==> src/hw/cop_macros.svh <==
// Word width, CPR count and custom opcode constants
`default_nettype none

`ifndef COP_MACROS_SVH
`define COP_MACROS_SVH

`define COP_XLEN    32     // Data word width
`define COP_NCPR    16     // Number of CPRs, 4-bit addresses
`define COP_OPCODE  7'h0B  // custom-0 major opcode, bits 6:0

`endif

`default_nettype wire

==> src/hw/cop_pkg.sv <==
// Instruction class, subclass and result encodings
// Decoded instruction struct shared by decoder and functional units
`default_nettype none

package cop_pkg;

    // Class field, encoding bits 22:20
    typedef enum logic [2:0] {
        PACKED_ARITH = 3'd0,
        BITWISE      = 3'd1,
        MOVE         = 3'd2,
        LOADSTORE    = 3'd3,
        ILLEGAL      = 3'd7
    } cop_iclass_t;

    // Subclass field, encoding bits 26:23
    typedef enum logic [3:0] {
        ADD     = 4'd0,   // Packed arithmetic
        SUB     = 4'd1,
        XOR     = 4'd2,   // Bitwise
        AND     = 4'd3,
        OR      = 4'd4,
        GPR2CPR = 4'd5,   // Move
        MV2GPR  = 4'd6,
        LW      = 4'd7,   // Load/store
        SW      = 4'd8
    } cop_sclass_t;

    // Result code returned to the core
    typedef enum logic [2:0] {
        SUCCESS = 3'd0,
        BAD_INS = 3'd1,   // Illegal instruction
        BAD_LAD = 3'd2,   // Misaligned address
        LD_ERR  = 3'd3    // Bus error
    } cop_result_t;

    typedef struct packed {
        cop_iclass_t iclass;
        cop_sclass_t sclass;
        logic [1:0]  pw;       // 0 word, 1 halfword lanes, 2 byte lanes
        logic [3:0]  crd;
        logic [3:0]  crs1;
        logic [3:0]  crs2;
        logic [4:0]  rd;       // GPR destination for MV2GPR
        logic [31:0] imm;      // Word offset for load/store
        logic        illegal;
    } cop_insn_t;

endpackage

`default_nettype wire

==> src/hw/cop_fu_if.sv <==
// Dispatch interface between control and one functional unit
`timescale 1ns/1ps
`include "cop_macros.svh"
`default_nettype none

interface cop_fu_if;
    import cop_pkg::*;

    logic                     ivalid;    // One-cycle dispatch pulse
    cop_insn_t                insn;      // Latched decoded instruction
    logic                     idone;     // One-cycle completion pulse
    logic [`COP_XLEN/8-1:0]   rd_ben;    // CPR byte write enables
    logic [`COP_XLEN-1:0]     rd_wdata;  // Zero outside idone
    cop_result_t              result;    // Zero outside idone

    modport ctrl (
        output ivalid, insn,
        input  idone, rd_ben, rd_wdata, result
    );

    modport unit (
        input  ivalid, insn,
        output idone, rd_ben, rd_wdata, result
    );

endinterface

`default_nettype wire

==> src/hw/cop_cprs.sv <==
// CPR file, three combinational reads and one byte-enabled write
`timescale 1ns/1ps
`include "cop_macros.svh"
`default_nettype none

module cop_cprs (
    input  logic                   g_clk,
    input  logic                   rst,
    input  logic [3:0]             rs1_addr,
    input  logic [3:0]             rs2_addr,
    input  logic [3:0]             rs3_addr,
    output logic [`COP_XLEN-1:0]   rs1_data,
    output logic [`COP_XLEN-1:0]   rs2_data,
    output logic [`COP_XLEN-1:0]   rs3_data,
    input  logic [`COP_XLEN/8-1:0] wr_ben,
    input  logic [3:0]             wr_addr,
    input  logic [`COP_XLEN-1:0]   wr_data
);

    logic [`COP_XLEN-1:0] regs [`COP_NCPR];

    assign rs1_data = regs[rs1_addr];
    assign rs2_data = regs[rs2_addr];
    assign rs3_data = regs[rs3_addr];  // Old crd value

    always_ff @(posedge g_clk) begin
        if (rst) begin
            for (int i = 0; i < `COP_NCPR; i++) begin
                regs[i] <= '0;
            end
        end else begin
            for (int b = 0; b < `COP_XLEN/8; b++) begin
                if (wr_ben[b]) begin
                    regs[wr_addr][8*b +: 8] <= wr_data[8*b +: 8];
                end
            end
        end
    end

endmodule

`default_nettype wire

==> src/hw/cop_idecode.sv <==
// Combinational instruction decoder with all legality checks
`timescale 1ns/1ps
`include "cop_macros.svh"
`default_nettype none

module cop_idecode (
    input  logic [31:0]       insn_enc,
    output cop_pkg::cop_insn_t insn
);
    import cop_pkg::*;

    logic ok;  // Class, subclass and pack width all consistent

    always_comb begin
        insn        = '0;
        insn.sclass = cop_sclass_t'(insn_enc[26:23]);
        insn.pw     = insn_enc[28:27];
        insn.crd    = insn_enc[11:8];
        insn.crs1   = insn_enc[15:12];
        insn.crs2   = insn_enc[19:16];
        insn.rd     = insn_enc[11:7];
        insn.imm    = {{27{insn_enc[31]}}, insn_enc[31:27]};  // Sign extended
        ok          = 1'b0;

        case (insn_enc[22:20])
            3'd0: begin
                insn.iclass = PACKED_ARITH;
                ok = (insn.sclass == ADD || insn.sclass == SUB) && insn.pw != 2'd3;
            end
            3'd1: begin
                insn.iclass = BITWISE;
                ok = insn.sclass == XOR || insn.sclass == AND || insn.sclass == OR;
            end
            3'd2: begin
                insn.iclass = MOVE;
                ok = insn.sclass == GPR2CPR || insn.sclass == MV2GPR;
            end
            3'd3: begin
                insn.iclass = LOADSTORE;
                ok = insn.sclass == LW || insn.sclass == SW;
            end
            default: ok = 1'b0;  // Undefined class
        endcase

        if (insn_enc[6:0] != `COP_OPCODE) begin
            ok = 1'b0;
        end

        insn.illegal = !ok;
        if (!ok) begin
            insn.iclass = ILLEGAL;
        end
    end

endmodule

`default_nettype wire

==> src/hw/cop_mem.sv <==
// Load/store unit, word access with alignment check and stall hold
// Captures bus errors as LD_ERR
`timescale 1ns/1ps
`include "cop_macros.svh"
`default_nettype none

module cop_mem (
    input  logic                   g_clk,
    input  logic                   rst,
    cop_fu_if.unit                 fu,
    input  logic [`COP_XLEN-1:0]   gpr_rs1,
    input  logic [`COP_XLEN-1:0]   store_data,
    output logic                   mem_cen,
    output logic                   mem_wen,
    output logic [`COP_XLEN-1:0]   mem_addr,
    output logic [`COP_XLEN-1:0]   mem_wdata,
    output logic [`COP_XLEN/8-1:0] mem_ben,
    input  logic [`COP_XLEN-1:0]   mem_rdata,
    input  logic                   mem_stall,
    input  logic                   mem_error
);
    import cop_pkg::*;

    typedef enum logic {MS_IDLE, MS_BUS} mstate_t;

    mstate_t              state;
    logic [`COP_XLEN-1:0] addr;
    logic                 start;  // Accepted aligned request
    logic                 xfer;   // Transfer completes this cycle
    logic                 is_lw;

    assign addr  = gpr_rs1 + {fu.insn.imm[`COP_XLEN-3:0], 2'b00};  // rs1 + 4*imm
    assign start = state == MS_IDLE && fu.ivalid && addr[1:0] == 2'b00;
    assign xfer  = state == MS_BUS && !mem_stall;
    assign is_lw = fu.insn.sclass == LW;

    always_ff @(posedge g_clk) begin
        if (rst) begin
            state     <= MS_IDLE;
            mem_cen   <= 1'b0;
            mem_wen   <= 1'b0;
            mem_ben   <= '0;
            fu.idone  <= 1'b0;
            fu.rd_ben <= '0;
            fu.result <= SUCCESS;
        end else begin
            fu.idone  <= 1'b0;
            fu.rd_ben <= '0;
            fu.result <= SUCCESS;
            if (state == MS_IDLE && fu.ivalid && !start) begin
                fu.idone  <= 1'b1;  // Misaligned, no bus access
                fu.result <= BAD_LAD;
            end
            if (start) begin
                state   <= MS_BUS;
                mem_cen <= 1'b1;
                mem_wen <= !is_lw;
                mem_ben <= is_lw ? '0 : '1;
            end
            if (xfer) begin
                state    <= MS_IDLE;
                mem_cen  <= 1'b0;
                mem_wen  <= 1'b0;
                mem_ben  <= '0;
                fu.idone <= 1'b1;
                if (mem_error) begin
                    fu.result <= LD_ERR;  // No CPR write
                end else if (is_lw) begin
                    fu.rd_ben <= '1;
                end
            end
        end
    end

    always_ff @(posedge g_clk) begin
        fu.rd_wdata <= (xfer && is_lw && !mem_error) ? mem_rdata : '0;
        if (start) begin
            mem_addr  <= addr;
            mem_wdata <= store_data;
        end
    end

endmodule

`default_nettype wire

==> src/hw/cop_palu.sv <==
// Packed add/sub, bitwise and move unit
// Result registered one cycle after ivalid
`timescale 1ns/1ps
`include "cop_macros.svh"
`default_nettype none

module cop_palu (
    input  logic                 g_clk,
    input  logic                 rst,
    cop_fu_if.unit               fu,
    input  logic [`COP_XLEN-1:0] gpr_rs1,
    input  logic [`COP_XLEN-1:0] rs1_data,
    input  logic [`COP_XLEN-1:0] rs2_data
);
    import cop_pkg::*;

    logic                     sub;        // Subtract, invert and inject carry
    logic [`COP_XLEN-1:0]     b_op;
    logic [`COP_XLEN-1:0]     arith;      // Lane-wise sum or difference
    logic [8:0]               sum9;
    logic                     carry;
    logic [`COP_XLEN-1:0]     nxt_wdata;
    logic [`COP_XLEN/8-1:0]   nxt_ben;

    assign sub  = fu.insn.sclass == SUB;
    assign b_op = sub ? ~rs2_data : rs2_data;

    // Byte-wise ripple, carry restarts at each lane border
    always_comb begin
        carry = sub;
        sum9  = '0;
        arith = '0;
        for (int b = 0; b < `COP_XLEN/8; b++) begin
            if (b == 0 || fu.insn.pw == 2'd2 || (fu.insn.pw == 2'd1 && b == 2)) begin
                carry = sub;  // Lane start
            end
            sum9 = {1'b0, rs1_data[8*b +: 8]} + {1'b0, b_op[8*b +: 8]} + {8'd0, carry};
            arith[8*b +: 8] = sum9[7:0];
            carry = sum9[8];
        end
    end

    always_comb begin
        nxt_ben   = '1;
        nxt_wdata = arith;
        case (fu.insn.sclass)
            XOR:     nxt_wdata = rs1_data ^ rs2_data;
            AND:     nxt_wdata = rs1_data & rs2_data;
            OR:      nxt_wdata = rs1_data | rs2_data;
            GPR2CPR: nxt_wdata = gpr_rs1;
            MV2GPR: begin
                nxt_wdata = rs1_data;  // Goes to the GPR port
                nxt_ben   = '0;
            end
            default: nxt_wdata = arith;
        endcase
    end

    assign fu.result = SUCCESS;

    always_ff @(posedge g_clk) begin
        if (rst) begin
            fu.idone  <= 1'b0;
            fu.rd_ben <= '0;
        end else begin
            fu.idone  <= fu.ivalid;
            fu.rd_ben <= fu.ivalid ? nxt_ben : '0;
        end
    end

    // Zero when idle so top can OR the units together
    always_ff @(posedge g_clk) begin
        fu.rd_wdata <= fu.ivalid ? nxt_wdata : '0;
    end

endmodule

`default_nettype wire

==> src/hw/cop_top.sv <==
// Co-processor top, CPU handshake FSM, instruction latch, dispatch
// CPR writeback selection and held response registers
`timescale 1ns/1ps
`include "cop_macros.svh"
`default_nettype none

module cop_top (
    input  logic                   g_clk,
    input  logic                   rst,
    input  logic                   cpu_insn_req,
    input  logic [31:0]            cpu_insn_enc,
    input  logic [`COP_XLEN-1:0]   cpu_rs1,
    input  logic                   cpu_insn_ack,
    output logic                   cop_insn_ack,
    output logic                   cop_insn_rsp,
    output logic [2:0]             cop_result,
    output logic                   cop_wen,
    output logic [4:0]             cop_waddr,
    output logic [`COP_XLEN-1:0]   cop_wdata,
    output logic                   cop_mem_cen,
    output logic                   cop_mem_wen,
    output logic [`COP_XLEN-1:0]   cop_mem_addr,
    output logic [`COP_XLEN-1:0]   cop_mem_wdata,
    output logic [`COP_XLEN/8-1:0] cop_mem_ben,
    input  logic [`COP_XLEN-1:0]   cop_mem_rdata,
    input  logic                   cop_mem_stall,
    input  logic                   cop_mem_error
);
    import cop_pkg::*;

    typedef enum logic [1:0] {IDLE, ACK, EXEC, RSP} state_t;

    state_t               state;
    cop_insn_t            dec;      // Decode of the offered encoding
    cop_insn_t            insn_q;   // Latched instruction
    logic [`COP_XLEN-1:0] rs1_q;
    logic                 accept;   // req and ack both high
    logic                 fu_done;
    cop_result_t          result_q;
    logic                 wen_q;
    logic [`COP_XLEN-1:0] wdata_q;
    logic [`COP_XLEN-1:0] crs1_data;
    logic [`COP_XLEN-1:0] crs2_data;
    logic [`COP_XLEN-1:0] crd_data;

    cop_fu_if palu_if ();
    cop_fu_if mem_if ();

    assign cop_insn_ack = state == ACK;
    assign cop_insn_rsp = state == RSP;
    assign accept       = cop_insn_ack && cpu_insn_req;
    assign fu_done      = palu_if.idone || mem_if.idone;

    assign palu_if.insn = insn_q;
    assign mem_if.insn  = insn_q;

    assign cop_result = result_q;
    assign cop_wen    = wen_q;
    assign cop_waddr  = insn_q.rd;
    assign cop_wdata  = wdata_q;

    cop_idecode idecode_i (
        .insn_enc (cpu_insn_enc),  // Stable while ACK is up
        .insn     (dec)
    );

    always_ff @(posedge g_clk) begin
        if (rst) begin
            state          <= IDLE;
            palu_if.ivalid <= 1'b0;
            mem_if.ivalid  <= 1'b0;
            wen_q          <= 1'b0;
        end else begin
            palu_if.ivalid <= 1'b0;
            mem_if.ivalid  <= 1'b0;
            case (state)
                IDLE: if (cpu_insn_req) state <= ACK;
                ACK: begin
                    if (!cpu_insn_req) begin
                        state <= IDLE;
                    end else if (dec.illegal) begin
                        state <= RSP;  // Skip dispatch
                    end else begin
                        state          <= EXEC;
                        palu_if.ivalid <= dec.iclass != LOADSTORE;
                        mem_if.ivalid  <= dec.iclass == LOADSTORE;
                    end
                end
                EXEC: begin
                    if (fu_done) begin
                        state <= RSP;
                        wen_q <= palu_if.idone && insn_q.sclass == MV2GPR;
                    end
                end
                RSP: begin
                    if (cpu_insn_ack) begin
                        state <= IDLE;
                        wen_q <= 1'b0;
                    end
                end
                default: state <= IDLE;
            endcase
        end
    end

    // Instruction latch and held response data
    always_ff @(posedge g_clk) begin
        if (accept) begin
            insn_q   <= dec;
            rs1_q    <= cpu_rs1;
            result_q <= dec.illegal ? BAD_INS : SUCCESS;
        end
        if (state == EXEC && fu_done) begin
            result_q <= cop_result_t'(palu_if.result | mem_if.result);
            wdata_q  <= palu_if.rd_wdata;  // MV2GPR value
        end
    end

    cop_cprs cprs_i (
        .g_clk    (g_clk),
        .rst      (rst),
        .rs1_addr (insn_q.crs1),
        .rs2_addr (insn_q.crs2),
        .rs3_addr (insn_q.crd),
        .rs1_data (crs1_data),
        .rs2_data (crs2_data),
        .rs3_data (crd_data),
        .wr_ben   (palu_if.rd_ben | mem_if.rd_ben),      // Idle unit drives zero
        .wr_addr  (insn_q.crd),
        .wr_data  (palu_if.rd_wdata | mem_if.rd_wdata)
    );

    cop_palu palu_i (
        .g_clk    (g_clk),
        .rst      (rst),
        .fu       (palu_if.unit),
        .gpr_rs1  (rs1_q),
        .rs1_data (crs1_data),
        .rs2_data (crs2_data)
    );

    cop_mem mem_i (
        .g_clk      (g_clk),
        .rst        (rst),
        .fu         (mem_if.unit),
        .gpr_rs1    (rs1_q),
        .store_data (crd_data),  // SW stores crd
        .mem_cen    (cop_mem_cen),
        .mem_wen    (cop_mem_wen),
        .mem_addr   (cop_mem_addr),
        .mem_wdata  (cop_mem_wdata),
        .mem_ben    (cop_mem_ben),
        .mem_rdata  (cop_mem_rdata),
        .mem_stall  (cop_mem_stall),
        .mem_error  (cop_mem_error)
    );

endmodule

`default_nettype wire

==> config.mk <==
export PLATFORM = sky130hd
export DESIGN_NAME = cop_top
export DESIGN_NICKNAME = d
export VERILOG_FILES = /design/src/hw/cop_pkg.sv /design/src/hw/cop_fu_if.sv /design/src/hw/cop_cprs.sv /design/src/hw/cop_idecode.sv /design/src/hw/cop_mem.sv /design/src/hw/cop_palu.sv /design/src/hw/cop_top.sv
export VERILOG_INCLUDE_DIRS = /design/src /design/src/hw
export SDC_FILE = /design/constraint.sdc
export NUM_CORES = 1
export LEC_CHECK = 0
export BUFFER_PORTS_ARGS = -buffer_cell sky130_fd_sc_hd__buf_2
export CAP_MARGIN = 20
export CORE_AREA = 2 2 326 328
export DETAILED_ROUTE_END_ITERATION = 6
export DIE_AREA = 0 0 328 330
export PLACE_DENSITY_LB_ADDON = 0.05
export SYNTH_ARGS = -nofsm -noshare
export SYNTH_HDL_FRONTEND = slang
export SYNTH_SLANG_ARGS = --single-unit
==> constraint.sdc <==
create_clock -name g_clk -period 11.75 [get_ports g_clk]
set_input_delay 0.5875 -clock g_clk [delete_from_list [all_inputs] [get_ports g_clk]]
set_output_delay 0.5875 -clock g_clk [all_outputs]
set_load 0.02 [all_outputs]
==> flow_summary.toml <==
[timing]
layout_min_cycle_time_ns = 10.06
setup_violations = 0
maxSlewViolCount = 0
whs_ns = 0.101
grt_setup_unrepaired = "no"
slew_headroom_pct = 25.3
worstMarginPinSlew_ns = 1.12
hold_violations = 0
period_share_pct = 85.6
fin_skew_ns = 0.0168
timing.fmax_mhz = 99.4
tns_ns = 0

[synth]
async_reset_ff_share_pct = 0
synth.area.top_cells = "edfxtp_1 48%, mux4_2 26%, nor2_1 5.5%, dfxtp_1 4.1%, ha_1 3.6%"
ys_ff_latch = 749
synth_top_cell_area_share_pct = 48.1
synthAdderAreaFrac_pct = 4.03
syn_avg_cell_area_um2 = 14.3
synth.largest_area_cell = "edfxtp_1"
synthXorXnorAreaFrac_pct = 1.39
synth_edf_count = 664
syn-cell-area_um2 = 41500
synth_warnings = 0
synthMuxAreaShare_pct = 26.2
synth_top_family_by_area = "multiplexers"
synthMostInstantiatedCell = "edfxtp_1"
syn_inst = 2897
synth_cell_types = 67
synth_top_flop_cell = "edfxtp_1"
syn-num-nets = 3128
ys_seq_area_share_pct = 52.2
synth.cells.most_frequent = "664 x edfxtp_1, 604 x nor2_1, 478 x mux4_2"
synth_compound_area_share_pct = 4.37
yosys.area_share.simple_pct = 8.66

[die]
ioPinCount = 215
die_y_um = 330
initial_core_util_pct = 39.6
die_area_um2 = 108000
std_cell_rows = 119
die_width_um = 328
core_um2 = 105000

[finish]
fin_cells = 4498
post-route-util_pct = 45.2
drive_gt1_share_pct = 31.0
final_cell_area_um2 = 47300
syn_to_final_growth_pct = 14.0
num-nets-final = 3265

[place]
port_buffers = 213
dpl.cell_count = 4326
placed_cell_area_um2 = 44100
place_congestion = 0.872
place_hpwl_mm = 84.6

[power_and_ir_drop]
seqPwrFrac_pct = 44.5
peakVddDrop_mv = 0.115
intPower_mw = 5.12
power.share.clock_pct = 43.1
p_leak_nw = 16.4
power_density_nw_per_um2 = 144
p_switching_mw = 1.71
switching_share_pct = 25.0
combPwrFrac_pct = 12.4

[clock_tree]
cts_sinks = 749
htree_num_levels = 3
insertion_delay_ns = 0.67
cts_resized = 0
clk_pin_slew_ns = 0.06
cts_root_buffer = "clkbuf_16"
cts.repair_timing.setup_buffer_count = 0
cts_hold_buf = 0
cts_buffer_depth = 3
cts_tree = "yes"
numCtsBuffers = 88

[setup_path]
cp_max_fo = 35
reg2reg_slack_ns = 1.69
crit_slowest_cell = "dfxtp_4"
critical-path-max-stage-delay_ns = 0.86
crit_type = "reg -> reg"
cp.arrival_ns = 10.65
cpMostUsedCell = "o21ai_0"
critical_path_required_ns = 12.35
worst_r2r_path_depth = 38
r2r_end = "palu_i.fu.rd_wdata[31]"
startpoint_type = "flip-flop"
end_kind = "flip-flop"

[drt]
vias = 27700
dr.first_iter.drc_count = 2786
via_per_inst = 6.15
wl_per_cell_um = 32.5
drc = 0
first_pass_iters = 5
routed_wl_mm = 146
ant_nets = 0

[worst_hold_path]
worstHoldStart = "cpu_insn_enc[11]"
whs_endpoint = "insn_q[49]"
hold_depth = 1
hp-class = "in -> reg"

[global_routing]
grt_pass1_wl_mm = 206
antenna_found_initial = 3
grt_max_degree = 133
gr-usage-all-layers_pct = 27.0
grt_overflow = 0
grt_pass1_vias = 28500

[status]
status = "complete, no violations"

[run]
maxCapViolCount = 0
## layer usage
metal / vias to the layer above / global-route usage [%] / part of all wire [%]
li1: 11500 / - / -
met1: 14600 / 35.0 / 39
met2: 1401 / 45.6 / 49
met3: 237 / 5.48 / 8.7
met4: 0 / 8.58 / 2.9
met5: - / 0 / 0
## power groups by stage
stage                     Clock (mW)  Sequential [mW]  Combinational, mW
after floorplan                    0             3.05              0.596
after detailed placement           0             3.10              0.838
after global routing            3.09             3.05              0.907
final                           2.94             3.04              0.848
after global placement             0             3.09              0.829
after CTS                       2.98             3.04              0.842
## logic make-up (layout without fill, tap and decap cells)
family	after synthesis	after routing
buf+inv	337	546
xor+xnor	66	66
flops	749	749
fa+ha+maj	129	129
other cells	1	2
compound gates	274	274
mux	485	485
simple gates	856	856
## per-stage QoR
step                      setup slack (ns)  power [mW]
after floorplan                       2.72        3.65
after global placement                1.71        3.92
after detailed placement              1.63        3.94
after CTS                             1.58        6.87
after global routing                 0.765        7.04
final                                 1.69        6.83
## cells in the final DEF (no fill, tap or decap), types with 31 or more instances in the layout
| master | instances |
|---|---|
| edfxtp_1 | 664 |
| nor2_1 | 593 |
| mux4_2 | 478 |
| buf_2 | 213 |
| ha_1 | 121 |
| nand2_1 | 103 |
| inv_1 | 97 |
| clkbuf_16 | 93 |
| dfxtp_1 | 77 |
| a21oi_1 | 74 |
| buf_4 | 64 |
| xnor2_1 | 55 |
| o21ai_0 | 50 |
| and2_1 | 35 |
| a221oi_1 | 31 |
## registers in the layout, indices dropped and copies added, names as in the netlist, 2 cells and up, named ones only
signal              flops
cprs_i.regs           512
mem_i.fu.result         2
cop_wdata              32
mem_i.fu.rd_wdata      32
insn_q                 21
palu_i.fu.rd_wdata     32
mem_i.mem_addr         32
mem_i.mem_wdata        32
cop_result              2
rs1_q                  32
## cell type report
class / instances / area [µm²]
diodes: 1 / 2.50
repair buffers: 286 / 1700
fillers: 9233 / 57400
inverters: 98 / 368
multi-input cells: 1811 / 18800
well taps: 1391 / 1740
clock buffers: 117 / 2530
clock inverters: 45 / 541
flip-flops and latches: 749 / 21700
## worst max-delay path: cells and delay by family (launching register included)
| kind | cells | cell delay, ns |
|---|---|---|
| compound gates | 19 | 3.04 |
| fa+ha+maj | 6 | 2.79 |
| mux | 3 | 1.45 |
| simple gates | 8 | 0.99 |
| flops | 1 | 0.86 |
| buf+inv | 1 | 0.66 |
| xor+xnor | 1 | 0.17 |
## how the worst max path moves through the flow
stage,endpoint,depth (start not counted),startpoint,slack (ns)
finish,palu_i.fu.rd_wdata[31],38,flip-flop,1.69
CTS,palu_i.fu.rd_wdata[31],38,flip-flop,1.58
global placement,palu_i.fu.rd_wdata[31],38,flip-flop,1.71
detailed placement,palu_i.fu.rd_wdata[31],38,flip-flop,1.63
floorplan,palu_i.fu.rd_wdata[30],44,flip-flop,2.72
global route,palu_i.fu.rd_wdata[31],41,flip-flop,0.77
(Power assumes the default switching activity.)
